===== config.mk =====
export PLATFORM = sky130hd
export DESIGN_NAME = calculator_top
export DESIGN_NICKNAME = d
export VERILOG_FILES = /design/src/rtl/calc_pkg.sv /design/src/rtl/panel_pkg.sv /design/src/rtl/scan_timer.sv /design/src/rtl/keypad_scanner.sv /design/src/rtl/calc_control.sv /design/src/rtl/seq_divider.sv /design/src/rtl/display_driver.sv /design/src/rtl/calculator_top.sv
export SDC_FILE = /design/constraint.sdc
export NUM_CORES = 1
export LEC_CHECK = 0
export ABC_AREA = 0
export BUFFER_PORTS_ARGS = -buffer_cell sky130_fd_sc_hd__buf_4
export CAP_MARGIN = 0
export CORE_MARGIN = 2
export CORE_UTILIZATION = 60
export CTS_BUF_LIST = sky130_fd_sc_hd__clkbuf_2
export CTS_CLUSTER_DIAMETER = 80
export DETAILED_ROUTE_END_ITERATION = 10
export HOLD_SLACK_MARGIN = 0.08
export MAX_ROUTING_LAYER = met4
export PLACE_DENSITY = 0.8
export SLEW_MARGIN = 5
export SYNTH_ARGS = -nofsm -noshare
export SYNTH_HDL_FRONTEND = slang
export SYNTH_HIERARCHICAL = 1
export SYNTH_SLANG_ARGS = --single-unit

===== constraint.sdc =====
create_clock -name clk -period 6.56 [get_ports clk]
set_clock_uncertainty 0.2 [all_clocks]
set_input_delay 1.968 -clock clk [delete_from_list [all_inputs] [get_ports clk]]
set_output_delay 1.968 -clock clk [all_outputs]
set_load 0.05 [all_outputs]

===== src/rtl/calc_pkg.sv =====
// calculator arithmetic definitions
// data width, operator encoding and control FSM states

package calc_pkg;

   // unsigned arithmetic wraps modulo 2**DATA_W
   localparam int DATA_W = 10;

   // digit entry stops once the argument reaches this value
   localparam int ARG_LIMIT = 100;

   typedef enum logic [1:0]
   {
      OP_PLUS     = 2'd0,
      OP_MINUS    = 2'd1,
      OP_MULTIPLY = 2'd2,
      OP_DIVIDE   = 2'd3
   } calc_op_t;

   typedef enum logic [3:0]
   {
      CLEAR       = 4'd0, // zero argument, result and display
      READ        = 4'd1, // idle, waiting for a key
      DIGIT       = 4'd2,
      OPERATOR    = 4'd3,
      CALCULATE   = 4'd4,
      DIVIDING    = 4'd5, // waiting on the divider
      SHOW_ARG    = 4'd6,
      SHOW_RESULT = 4'd7
   } calc_state_t;

endpackage


===== src/rtl/panel_pkg.sv =====
// front panel definitions
// keypad codes, scan pacing and display geometry

package panel_pkg;

   localparam int KEY_W    = 4;
   localparam int KEYPAD_N = 4; // rows and columns

   // key code is row * KEYPAD_N + column
   localparam logic [KEY_W-1:0] KEY_PLUS     = 4'hA;
   localparam logic [KEY_W-1:0] KEY_MINUS    = 4'hB;
   localparam logic [KEY_W-1:0] KEY_MULT     = 4'hC;
   localparam logic [KEY_W-1:0] KEY_DIV      = 4'hD;
   localparam logic [KEY_W-1:0] KEY_CLEAR_LO = 4'hE; // E and F both clear

   // clocks per scan tick
   localparam int SCAN_DIV = 8;

   // seven segment display, one digit lit at a time
   localparam int DIGITS = 4;
   localparam int SEG_W  = 7; // g down to a, active high

endpackage


===== src/rtl/scan_timer.sv =====
// scan timer
// one-cycle tick every SCAN_DIV clocks for keypad and display stepping
`timescale 1ns/100ps

module scan_timer (
   input  logic clk,
   input  logic rst_n,
   output logic scan_tick
);
   import panel_pkg::*;

   logic [$clog2(SCAN_DIV)-1:0] cnt;

   always_ff @(posedge clk or negedge rst_n)
   begin
      if (!rst_n)
      begin
         cnt       <= '0;
         scan_tick <= 1'b0;
      end
      else
      begin
         if (cnt == ($clog2(SCAN_DIV))'(SCAN_DIV - 1))
         begin
            cnt       <= '0;
            scan_tick <= 1'b1; // wrap
         end
         else
         begin
            cnt       <= cnt + 1'b1;
            scan_tick <= 1'b0;
         end
      end
   end

endmodule


===== src/rtl/keypad_scanner.sv =====
// keypad scanner
// walks the columns, encodes a pressed key, one strobe per press
`timescale 1ns/100ps

module keypad_scanner (
   input  logic                        clk,
   input  logic                        rst_n,
   input  logic                        scan_tick,
   input  logic [panel_pkg::KEYPAD_N-1:0] key_row,
   output logic [panel_pkg::KEYPAD_N-1:0] key_col,
   output logic                        key_valid,
   output logic [panel_pkg::KEY_W-1:0] key_code
);
   import panel_pkg::*;

   logic [$clog2(KEYPAD_N)-1:0] col_idx;
   logic [$clog2(KEYPAD_N)-1:0] row_idx;
   logic                        row_hit;
   logic                        sweep_end;
   logic                        seen_cur;  // key seen so far this sweep
   logic                        seen_last; // key seen in previous sweep
   logic                        seen_now;
   logic [KEY_W-1:0]            hit_code;
   logic [KEY_W-1:0]            code_now;

   // lowest pressed row in the driven column
   always_comb
   begin
      row_hit = 1'b0;
      row_idx = '0;
      for (int r = KEYPAD_N - 1; r >= 0; r--)
      begin
         if (key_row[r])
         begin
            row_hit = 1'b1;
            row_idx = ($clog2(KEYPAD_N))'(r);
         end
      end
   end

   assign key_col   = KEYPAD_N'(1) << col_idx;
   assign sweep_end = scan_tick && (col_idx == ($clog2(KEYPAD_N))'(KEYPAD_N - 1));
   assign seen_now  = seen_cur | row_hit;
   assign code_now  = row_hit ? {row_idx, col_idx} : hit_code; // row*4 + col

   always_ff @(posedge clk or negedge rst_n)
   begin
      if (!rst_n)
      begin
         col_idx   <= '0;
         seen_cur  <= 1'b0;
         seen_last <= 1'b0;
         key_valid <= 1'b0;
      end
      else
      begin
         key_valid <= 1'b0;
         if (scan_tick)
         begin
            col_idx <= col_idx + 1'b1; // sample first, then advance
            if (sweep_end)
            begin
               key_valid <= seen_now && !seen_last; // rising edge only
               seen_last <= seen_now;
               seen_cur  <= 1'b0;
            end
            else
            begin
               seen_cur <= seen_now;
            end
         end
      end
   end

   // key code registers
   always_ff @(posedge clk)
   begin
      if (scan_tick && row_hit)
         hit_code <= {row_idx, col_idx};
      if (sweep_end && seen_now && !seen_last)
         key_code <= code_now; // held until the next press
   end

endmodule


===== src/rtl/calc_control.sv =====
// calculator control FSM
// builds the decimal argument and applies the pending operator to the result
// divide is handed to the sequential divider
`timescale 1ns/100ps

module calc_control (
   input  logic                         clk,
   input  logic                         rst_n,
   input  logic                         key_valid,
   input  logic [panel_pkg::KEY_W-1:0]  key_code,
   input  logic                         div_done,
   input  logic [calc_pkg::DATA_W-1:0]  div_quot,
   output logic                         div_start,
   output logic [calc_pkg::DATA_W-1:0]  div_num,
   output logic [calc_pkg::DATA_W-1:0]  div_den,
   output logic [calc_pkg::DATA_W-1:0]  show_value
);
   import calc_pkg::*;
   import panel_pkg::*;

   calc_state_t       state;
   calc_op_t          op;      // pending operator
   calc_op_t          op_next; // operator just pressed
   logic [DATA_W-1:0] arg;
   logic [DATA_W-1:0] result;

   // key_code stays stable until the next press, which takes whole sweeps
   always_ff @(posedge clk or negedge rst_n)
   begin
      if (!rst_n)
      begin
         state      <= CLEAR;
         op         <= OP_PLUS;
         op_next    <= OP_PLUS;
         arg        <= '0;
         result     <= '0;
         show_value <= '0;
         div_start  <= 1'b0;
      end
      else
      begin
         div_start <= 1'b0;
         case (state)
            CLEAR:
            begin
               arg        <= '0;
               result     <= '0;
               show_value <= '0;
               op         <= OP_PLUS;
               state      <= READ;
            end
            READ:
            begin
               if (key_valid)
               begin
                  if (key_code < KEY_PLUS)
                     state <= DIGIT;
                  else if (key_code >= KEY_CLEAR_LO)
                     state <= CLEAR;
                  else
                     state <= OPERATOR;
               end
            end
            DIGIT:
            begin
               if (arg < DATA_W'(ARG_LIMIT)) // extra digits ignored
                  arg <= DATA_W'(arg * DATA_W'(10) + DATA_W'(key_code));
               state <= SHOW_ARG;
            end
            OPERATOR:
            begin
               case (key_code)
                  KEY_MINUS: op_next <= OP_MINUS;
                  KEY_MULT:  op_next <= OP_MULTIPLY;
                  KEY_DIV:   op_next <= OP_DIVIDE;
                  default:   op_next <= OP_PLUS;
               endcase
               state <= CALCULATE;
            end
            CALCULATE:
            begin
               op  <= op_next;
               arg <= '0;
               case (op)
                  OP_PLUS:
                  begin
                     result <= result + arg;
                     state  <= SHOW_RESULT;
                  end
                  OP_MINUS:
                  begin
                     result <= result - arg; // wraps modulo 1024
                     state  <= SHOW_RESULT;
                  end
                  OP_MULTIPLY:
                  begin
                     result <= DATA_W'(result * arg);
                     state  <= SHOW_RESULT;
                  end
                  default:
                  begin
                     div_start <= 1'b1;
                     state     <= DIVIDING;
                  end
               endcase
            end
            DIVIDING:
            begin
               if (div_done)
               begin
                  result <= div_quot;
                  state  <= SHOW_RESULT;
               end
            end
            SHOW_ARG:
            begin
               show_value <= arg;
               state      <= READ;
            end
            SHOW_RESULT:
            begin
               show_value <= result;
               state      <= READ;
            end
            default:
               state <= CLEAR;
         endcase
      end
   end

   // divider operands, sampled by the divider with div_start
   always_ff @(posedge clk)
   begin
      if (state == CALCULATE && op == OP_DIVIDE)
      begin
         div_num <= result;
         div_den <= arg;
      end
   end

endmodule


===== src/rtl/seq_divider.sv =====
// sequential restoring divider
// one quotient bit per cycle, zero divisor gives all ones
`timescale 1ns/100ps

module seq_divider (
   input  logic                        clk,
   input  logic                        rst_n,
   input  logic                        div_start,
   input  logic [calc_pkg::DATA_W-1:0] div_num,
   input  logic [calc_pkg::DATA_W-1:0] div_den,
   output logic [calc_pkg::DATA_W-1:0] div_quot,
   output logic                        div_done
);
   import calc_pkg::*;

   logic                        busy;
   logic [$clog2(DATA_W)-1:0]   cnt;
   logic [DATA_W-1:0]           rem;
   logic [DATA_W-1:0]           quo; // dividend shifts out, quotient shifts in
   logic [DATA_W-1:0]           den;
   logic [DATA_W:0]             shifted;
   logic [DATA_W:0]             diff;
   logic                        q_bit;

   assign shifted = {rem, quo[DATA_W-1]};
   assign q_bit   = shifted >= {1'b0, den};
   assign diff    = q_bit ? shifted - {1'b0, den} : shifted; // restore on borrow

   always_ff @(posedge clk or negedge rst_n)
   begin
      if (!rst_n)
      begin
         busy     <= 1'b0;
         cnt      <= '0;
         div_done <= 1'b0;
      end
      else
      begin
         div_done <= 1'b0;
         if (div_start)
         begin
            busy <= 1'b1;
            cnt  <= '0;
         end
         else if (busy)
         begin
            cnt <= cnt + 1'b1;
            if (cnt == ($clog2(DATA_W))'(DATA_W - 1))
            begin
               busy     <= 1'b0;
               div_done <= 1'b1; // DATA_W+1 cycles after start
            end
         end
      end
   end

   always_ff @(posedge clk)
   begin
      if (div_start)
      begin
         rem <= '0;
         quo <= div_num;
         den <= div_den;
      end
      else if (busy)
      begin
         rem <= diff[DATA_W-1:0];
         quo <= {quo[DATA_W-2:0], q_bit};
         if (cnt == ($clog2(DATA_W))'(DATA_W - 1))
            div_quot <= {quo[DATA_W-2:0], q_bit};
      end
   end

endmodule


===== src/rtl/display_driver.sv =====
// seven segment display driver
// binary to BCD, rotates one lit digit per scan tick
`timescale 1ns/100ps

module display_driver (
   input  logic                         clk,
   input  logic                         rst_n,
   input  logic                         scan_tick,
   input  logic [calc_pkg::DATA_W-1:0]  show_value,
   output logic [panel_pkg::DIGITS-1:0] digit_en,
   output logic [panel_pkg::SEG_W-1:0]  seg
);
   import calc_pkg::*;
   import panel_pkg::*;

   logic [4*DIGITS-1:0]         bcd;
   logic [$clog2(DIGITS)-1:0]   digit_idx;
   logic [$clog2(DIGITS)-1:0]   idx_next;

   function automatic logic [SEG_W-1:0] seg_encode(input logic [3:0] d);
      case (d)
         4'd0:    seg_encode = 7'h3F;
         4'd1:    seg_encode = 7'h06;
         4'd2:    seg_encode = 7'h5B;
         4'd3:    seg_encode = 7'h4F;
         4'd4:    seg_encode = 7'h66;
         4'd5:    seg_encode = 7'h6D;
         4'd6:    seg_encode = 7'h7D;
         4'd7:    seg_encode = 7'h07;
         4'd8:    seg_encode = 7'h7F;
         4'd9:    seg_encode = 7'h6F;
         default: seg_encode = 7'h40; // dash, never hit
      endcase
   endfunction

   // double dabble
   always_comb
   begin
      bcd = '0;
      for (int i = DATA_W - 1; i >= 0; i--)
      begin
         for (int d = 0; d < DIGITS; d++)
         begin
            if (bcd[4*d +: 4] >= 4'd5)
               bcd[4*d +: 4] = bcd[4*d +: 4] + 4'd3;
         end
         bcd = {bcd[4*DIGITS-2:0], show_value[i]};
      end
   end

   always_comb
   begin
      idx_next = digit_idx;
      if (scan_tick)
         idx_next = (digit_idx == ($clog2(DIGITS))'(DIGITS - 1)) ? '0 : digit_idx + 1'b1;
   end

   // seg refreshed every cycle so a new value shows without waiting a tick
   always_ff @(posedge clk or negedge rst_n)
   begin
      if (!rst_n)
      begin
         digit_idx <= '0;
         digit_en  <= DIGITS'(1);
         seg       <= seg_encode(4'd0);
      end
      else
      begin
         digit_idx <= idx_next;
         digit_en  <= DIGITS'(1) << idx_next;
         seg       <= seg_encode(bcd[4*idx_next +: 4]);
      end
   end

endmodule


===== src/rtl/calculator_top.sv =====
// calculator top level
// keypad scanner, control FSM, divider and display on a shared scan timer
`timescale 1ns/100ps

module calculator_top (
   input  logic                           clk,
   input  logic                           rst_n,
   input  logic [panel_pkg::KEYPAD_N-1:0] key_row,
   output logic [panel_pkg::KEYPAD_N-1:0] key_col,
   output logic [panel_pkg::DIGITS-1:0]   digit_en,
   output logic [panel_pkg::SEG_W-1:0]    seg
);
   import calc_pkg::*;
   import panel_pkg::*;

   logic              scan_tick;
   logic              key_valid;
   logic [KEY_W-1:0]  key_code;
   logic              div_start;
   logic              div_done;
   logic [DATA_W-1:0] div_num;
   logic [DATA_W-1:0] div_den;
   logic [DATA_W-1:0] div_quot;
   logic [DATA_W-1:0] show_value;

   scan_timer timer_inst (
      .clk       (clk),
      .rst_n     (rst_n),
      .scan_tick (scan_tick)
   );

   keypad_scanner scanner_inst (
      .clk       (clk),
      .rst_n     (rst_n),
      .scan_tick (scan_tick),
      .key_row   (key_row),
      .key_col   (key_col),
      .key_valid (key_valid),
      .key_code  (key_code)
   );

   calc_control control_inst (
      .clk        (clk),
      .rst_n      (rst_n),
      .key_valid  (key_valid),
      .key_code   (key_code),
      .div_done   (div_done),
      .div_quot   (div_quot),
      .div_start  (div_start),
      .div_num    (div_num),
      .div_den    (div_den),
      .show_value (show_value)
   );

   seq_divider divider_inst (
      .clk       (clk),
      .rst_n     (rst_n),
      .div_start (div_start),
      .div_num   (div_num),
      .div_den   (div_den),
      .div_quot  (div_quot),
      .div_done  (div_done)
   );

   display_driver display_inst (
      .clk        (clk),
      .rst_n      (rst_n),
      .scan_tick  (scan_tick),
      .show_value (show_value),
      .digit_en   (digit_en),
      .seg        (seg)
   );

endmodule


==> summary.txt <==
FF-to-FF End = display_inst/seg[5]
CP max FO = 6
Fin area = 11,500 um2
RSZ-0062 raised after global routing = yes
Initial antenna violation count = 1
Part of the Yosys area used for sequential elements = 0.342
Post-layout min period = 6.36 ns
Remaining antenna violation count = 0
Share of cells above drive strength 1 = 0.165
Synth area leaders = edfxtp_1, dfrtp_1, ha_1, fa_1, xnor2_1
Total power draw = 1410 uW
Initial DRC count = 800
Worst VDD drop = 122 uV
Synthesized net count = 1,231
Worst setup SP type = flop
DP HPWL = 16,200 um
Gp weighted congestion = 0.931
Num Clock Sinks = 134
Total number of vias = 8,364
Clk slew on worst S/H paths = 0.21 ns
Mapped Area = 10,500 um2
Hold Path Depth = 0
Rel. slew slack = 0.376
GRT Total Usage = 0.264
R2R setup slack = 0.20 ns
TritonCTS clock tree = built
Top_reg_cell synth = dfrtp_1
Most frequent cells in the layout = nand2_1, nor2_1, inv_1, ha_1, a21oi_1
Htree depth = 4
Hold Crit Start = control_inst/div_den[5]
Detail-routed via count per cell = 6.05
Worst hold margin = 0.231 ns
FMAX = 157 MHz
CP Buf/Inv Count = 4
Worst endpoint required time = 7.00 ns
Reg-to-reg startpoint = control_inst/show_value[8]
DR WL/cell = 16.6 um
Distinct cells, synth = 96
Share of the synthesized area in the top cell type = 0.165
Worst slew pin tran = 0.935 ns
Io pins = 21
CTS buffer count = 17
Most common cell after layout, fill and taps aside = nand2_1
Congestion Overflow GR = 0
Die Ht = 136 um
Number of synthesized flops with an enable pin = 58
Final hold viol count = 0
DRC Markers = 0
First-pass GRT wire length = 38,400 um
I/O Buffers = 20
Setup violations, final = 0
YS warnings = 6
Status = completed
Vias in the first global route = 7,924
First-pass DRT Iterations = 5
Ys async rst share = 0.493
Longest Clk Path Bufs = 2
Kind of critical path = flop to flop
Crit path from = control_inst/show_value[8]
Hold buffer count at CTS = 0
Tcrit/Tclk final = 0.969
Path category of the worst min-delay check = flop to flop
Max-cap violation count = 0
Final slew viol count = 0
Delay-heaviest family, CP = compound AO/OA/AOI/OAI gates
Cell row count = 48
Area Overhead vs Synth = 9.54%
CP arrival = 6.80 ns
Largest net degree at the start of global routing = 67
Clk_lat worst skew = 0.70 ns
Worst Reg-to-Reg Cells = 30
DRT Wirelength = 23,000 um
#FFs+latches synth = 134
Critical path's slowest cell = or4_4
CP endpoint kind = flop
Most numerous cell on the critical path = ha_2
Leakage = 0.00476 uW
Final Util = 0.669
Initial Util = 0.611
CP max stage delay = 0.57 ns
Die width = 136 um
Syn Inst Count = 1,114
Root Buffer Master = clkbuf_2
Pwr/cell area = 123 nW/um2
DIE AREA = 18,600 um2
Core footprint = 17,200 um2
Total Nets Final = 1,260
Placed cell areas = 10,900 um2
Synth Area per Inst = 9.45 um2
Worst Hold End = divider_inst/den[5]
Synth area leader = edfxtp_1
[cell type report]
class | count | area (um2)
timing repair buffer | 64 | 488
clock buffer | 18 | 90.1
tap | 225 | 282
sequential | 134 | 3600
fill | 1343 | 5700
multi-input combinational | 848 | 6600
antenna | 1 | 2.50
clock inverter | 14 | 168
inverter | 78 | 298
[worst reg2reg max path, delay by kind of cell, from the launching register on]
family                   cells  cell delay, ns
flip-flops                   1            0.48
XOR/XNOR                     1            0.25
buffers and inverters        4            0.40
AND/OR/NAND/NOR              4            0.78
multiplexers                 2            0.57
AO/OA/AOI/OAI               13            2.49
adder cells (fa/ha/maj)      6            1.14
[repair_timing]
| item | CTS | global route |
|---|---|---|
| endpoints found under the setup margin | 5 | 7 |
| gates resized for setup | 18 | 23 |
| pin swaps | 13 | 14 |
| buffers inserted | 16 | 7 |
[kinds of logic after synthesis]
| group | Yosys count | synth area share |
|---|---|---|
| DFF | 134 | 0.342 |
| muxes | 46 | 0.0490 |
| buffers and inverters | 132 | 0.0507 |
| xor gates and xnor gates | 63 | 0.0577 |
| and+or+nand+nor | 346 | 0.160 |
| adders and majority gates | 111 | 0.150 |
| AOI/OAI and AO/OA | 282 | 0.190 |
[routing by layer]
| layer | share of wire | wire [um] | vias to the layer above | track usage |
|---|---|---|---|---|
| met5 | 0 | 0 | - | - |
| met4 | 0.015 | 352 | 0 | 0.0683 |
| met3 | 0.044 | 1010 | 29 | 0.0373 |
| met2 | 0.47 | 10800 | 228 | 0.412 |
| met1 | 0.47 | 10800 | 4035 | 0.365 |
| li1 | - | - | 4072 | - |
[state kept, by name (all words and copies together) (netlist names), 3 cells and up]
name                     cells
control_inst/arg            10
control_inst/div_den        10
control_inst/div_num        10
control_inst/result         10
control_inst/show_value     10
control_inst/state           3
display_inst/digit_en        4
display_inst/seg             7
divider_inst/cnt             4
divider_inst/den            10
divider_inst/div_quot       10
divider_inst/quo            10
divider_inst/rem            10
scanner_inst/hit_code        4
scanner_inst/key_code        4
timer_inst/cnt               3
[through the flow]
step	worst slack [ns]	std cells	setup TNS, ns
floorplan	0.0169	1114	0
global route	-0.118	1382	-0.513
detailed placement	-0.112	1326	-0.208
global placement	0.115	1326	0
CTS	0.00408	1374	0
finish	0.205	1382	0
[worst max path at each step]
stage	endpoint	slack, ns	depth (start not counted)
CTS	display_inst/seg[5]	0.004	33
finish	display_inst/seg[5]	0.20	30
floorplan	display_inst/seg[0]	0.02	35
detailed placement	display_inst/seg[5]	-0.11	32
global placement	display_inst/seg[5]	0.11	32
global route	display_inst/seg[0]	-0.12	30
[Yosys cell counts (5+ instances only)]
master     number
o21a_1         11
a21oi_1        68
a21o_1         13
inv_1          77
mux2_2         15
nor3b_1         5
ha_1           85
buf_2           7
o21ai_1        20
a2bb2oi_1       5
a211oi_1       15
a311oi_1       13
nand3_1        24
and2_1         27
nor3_1         18
o21ai_0        27
a211oi_2        6
dfrtp_1        59
or3_1           9
nor2b_1        11
clkbuf_1       38
xor2_1         15
o31a_1          5
mux2i_1        25
and3_1          7
nor2_1         98
o31ai_1         9
nand4_1         9
nand2b_1       10
nand2_1        98
a31oi_1        12
o22ai_1         6
o211ai_1       12
edfxtp_1       58
dfstp_2         7
fa_1           26
a22oi_1         9
xnor2_1        43
or2_2           5
o21bai_1        8
dfxtp_1        10
[power by group]
part	leakage, uW	total, uW	internal (uW)	switching [uW]
clock	0.000151	528	189	339
combinational	0.00329	14.4	3.12	11.3
sequential	0.00133	872	871	0.328
Power figures use the tool's default switching activity.
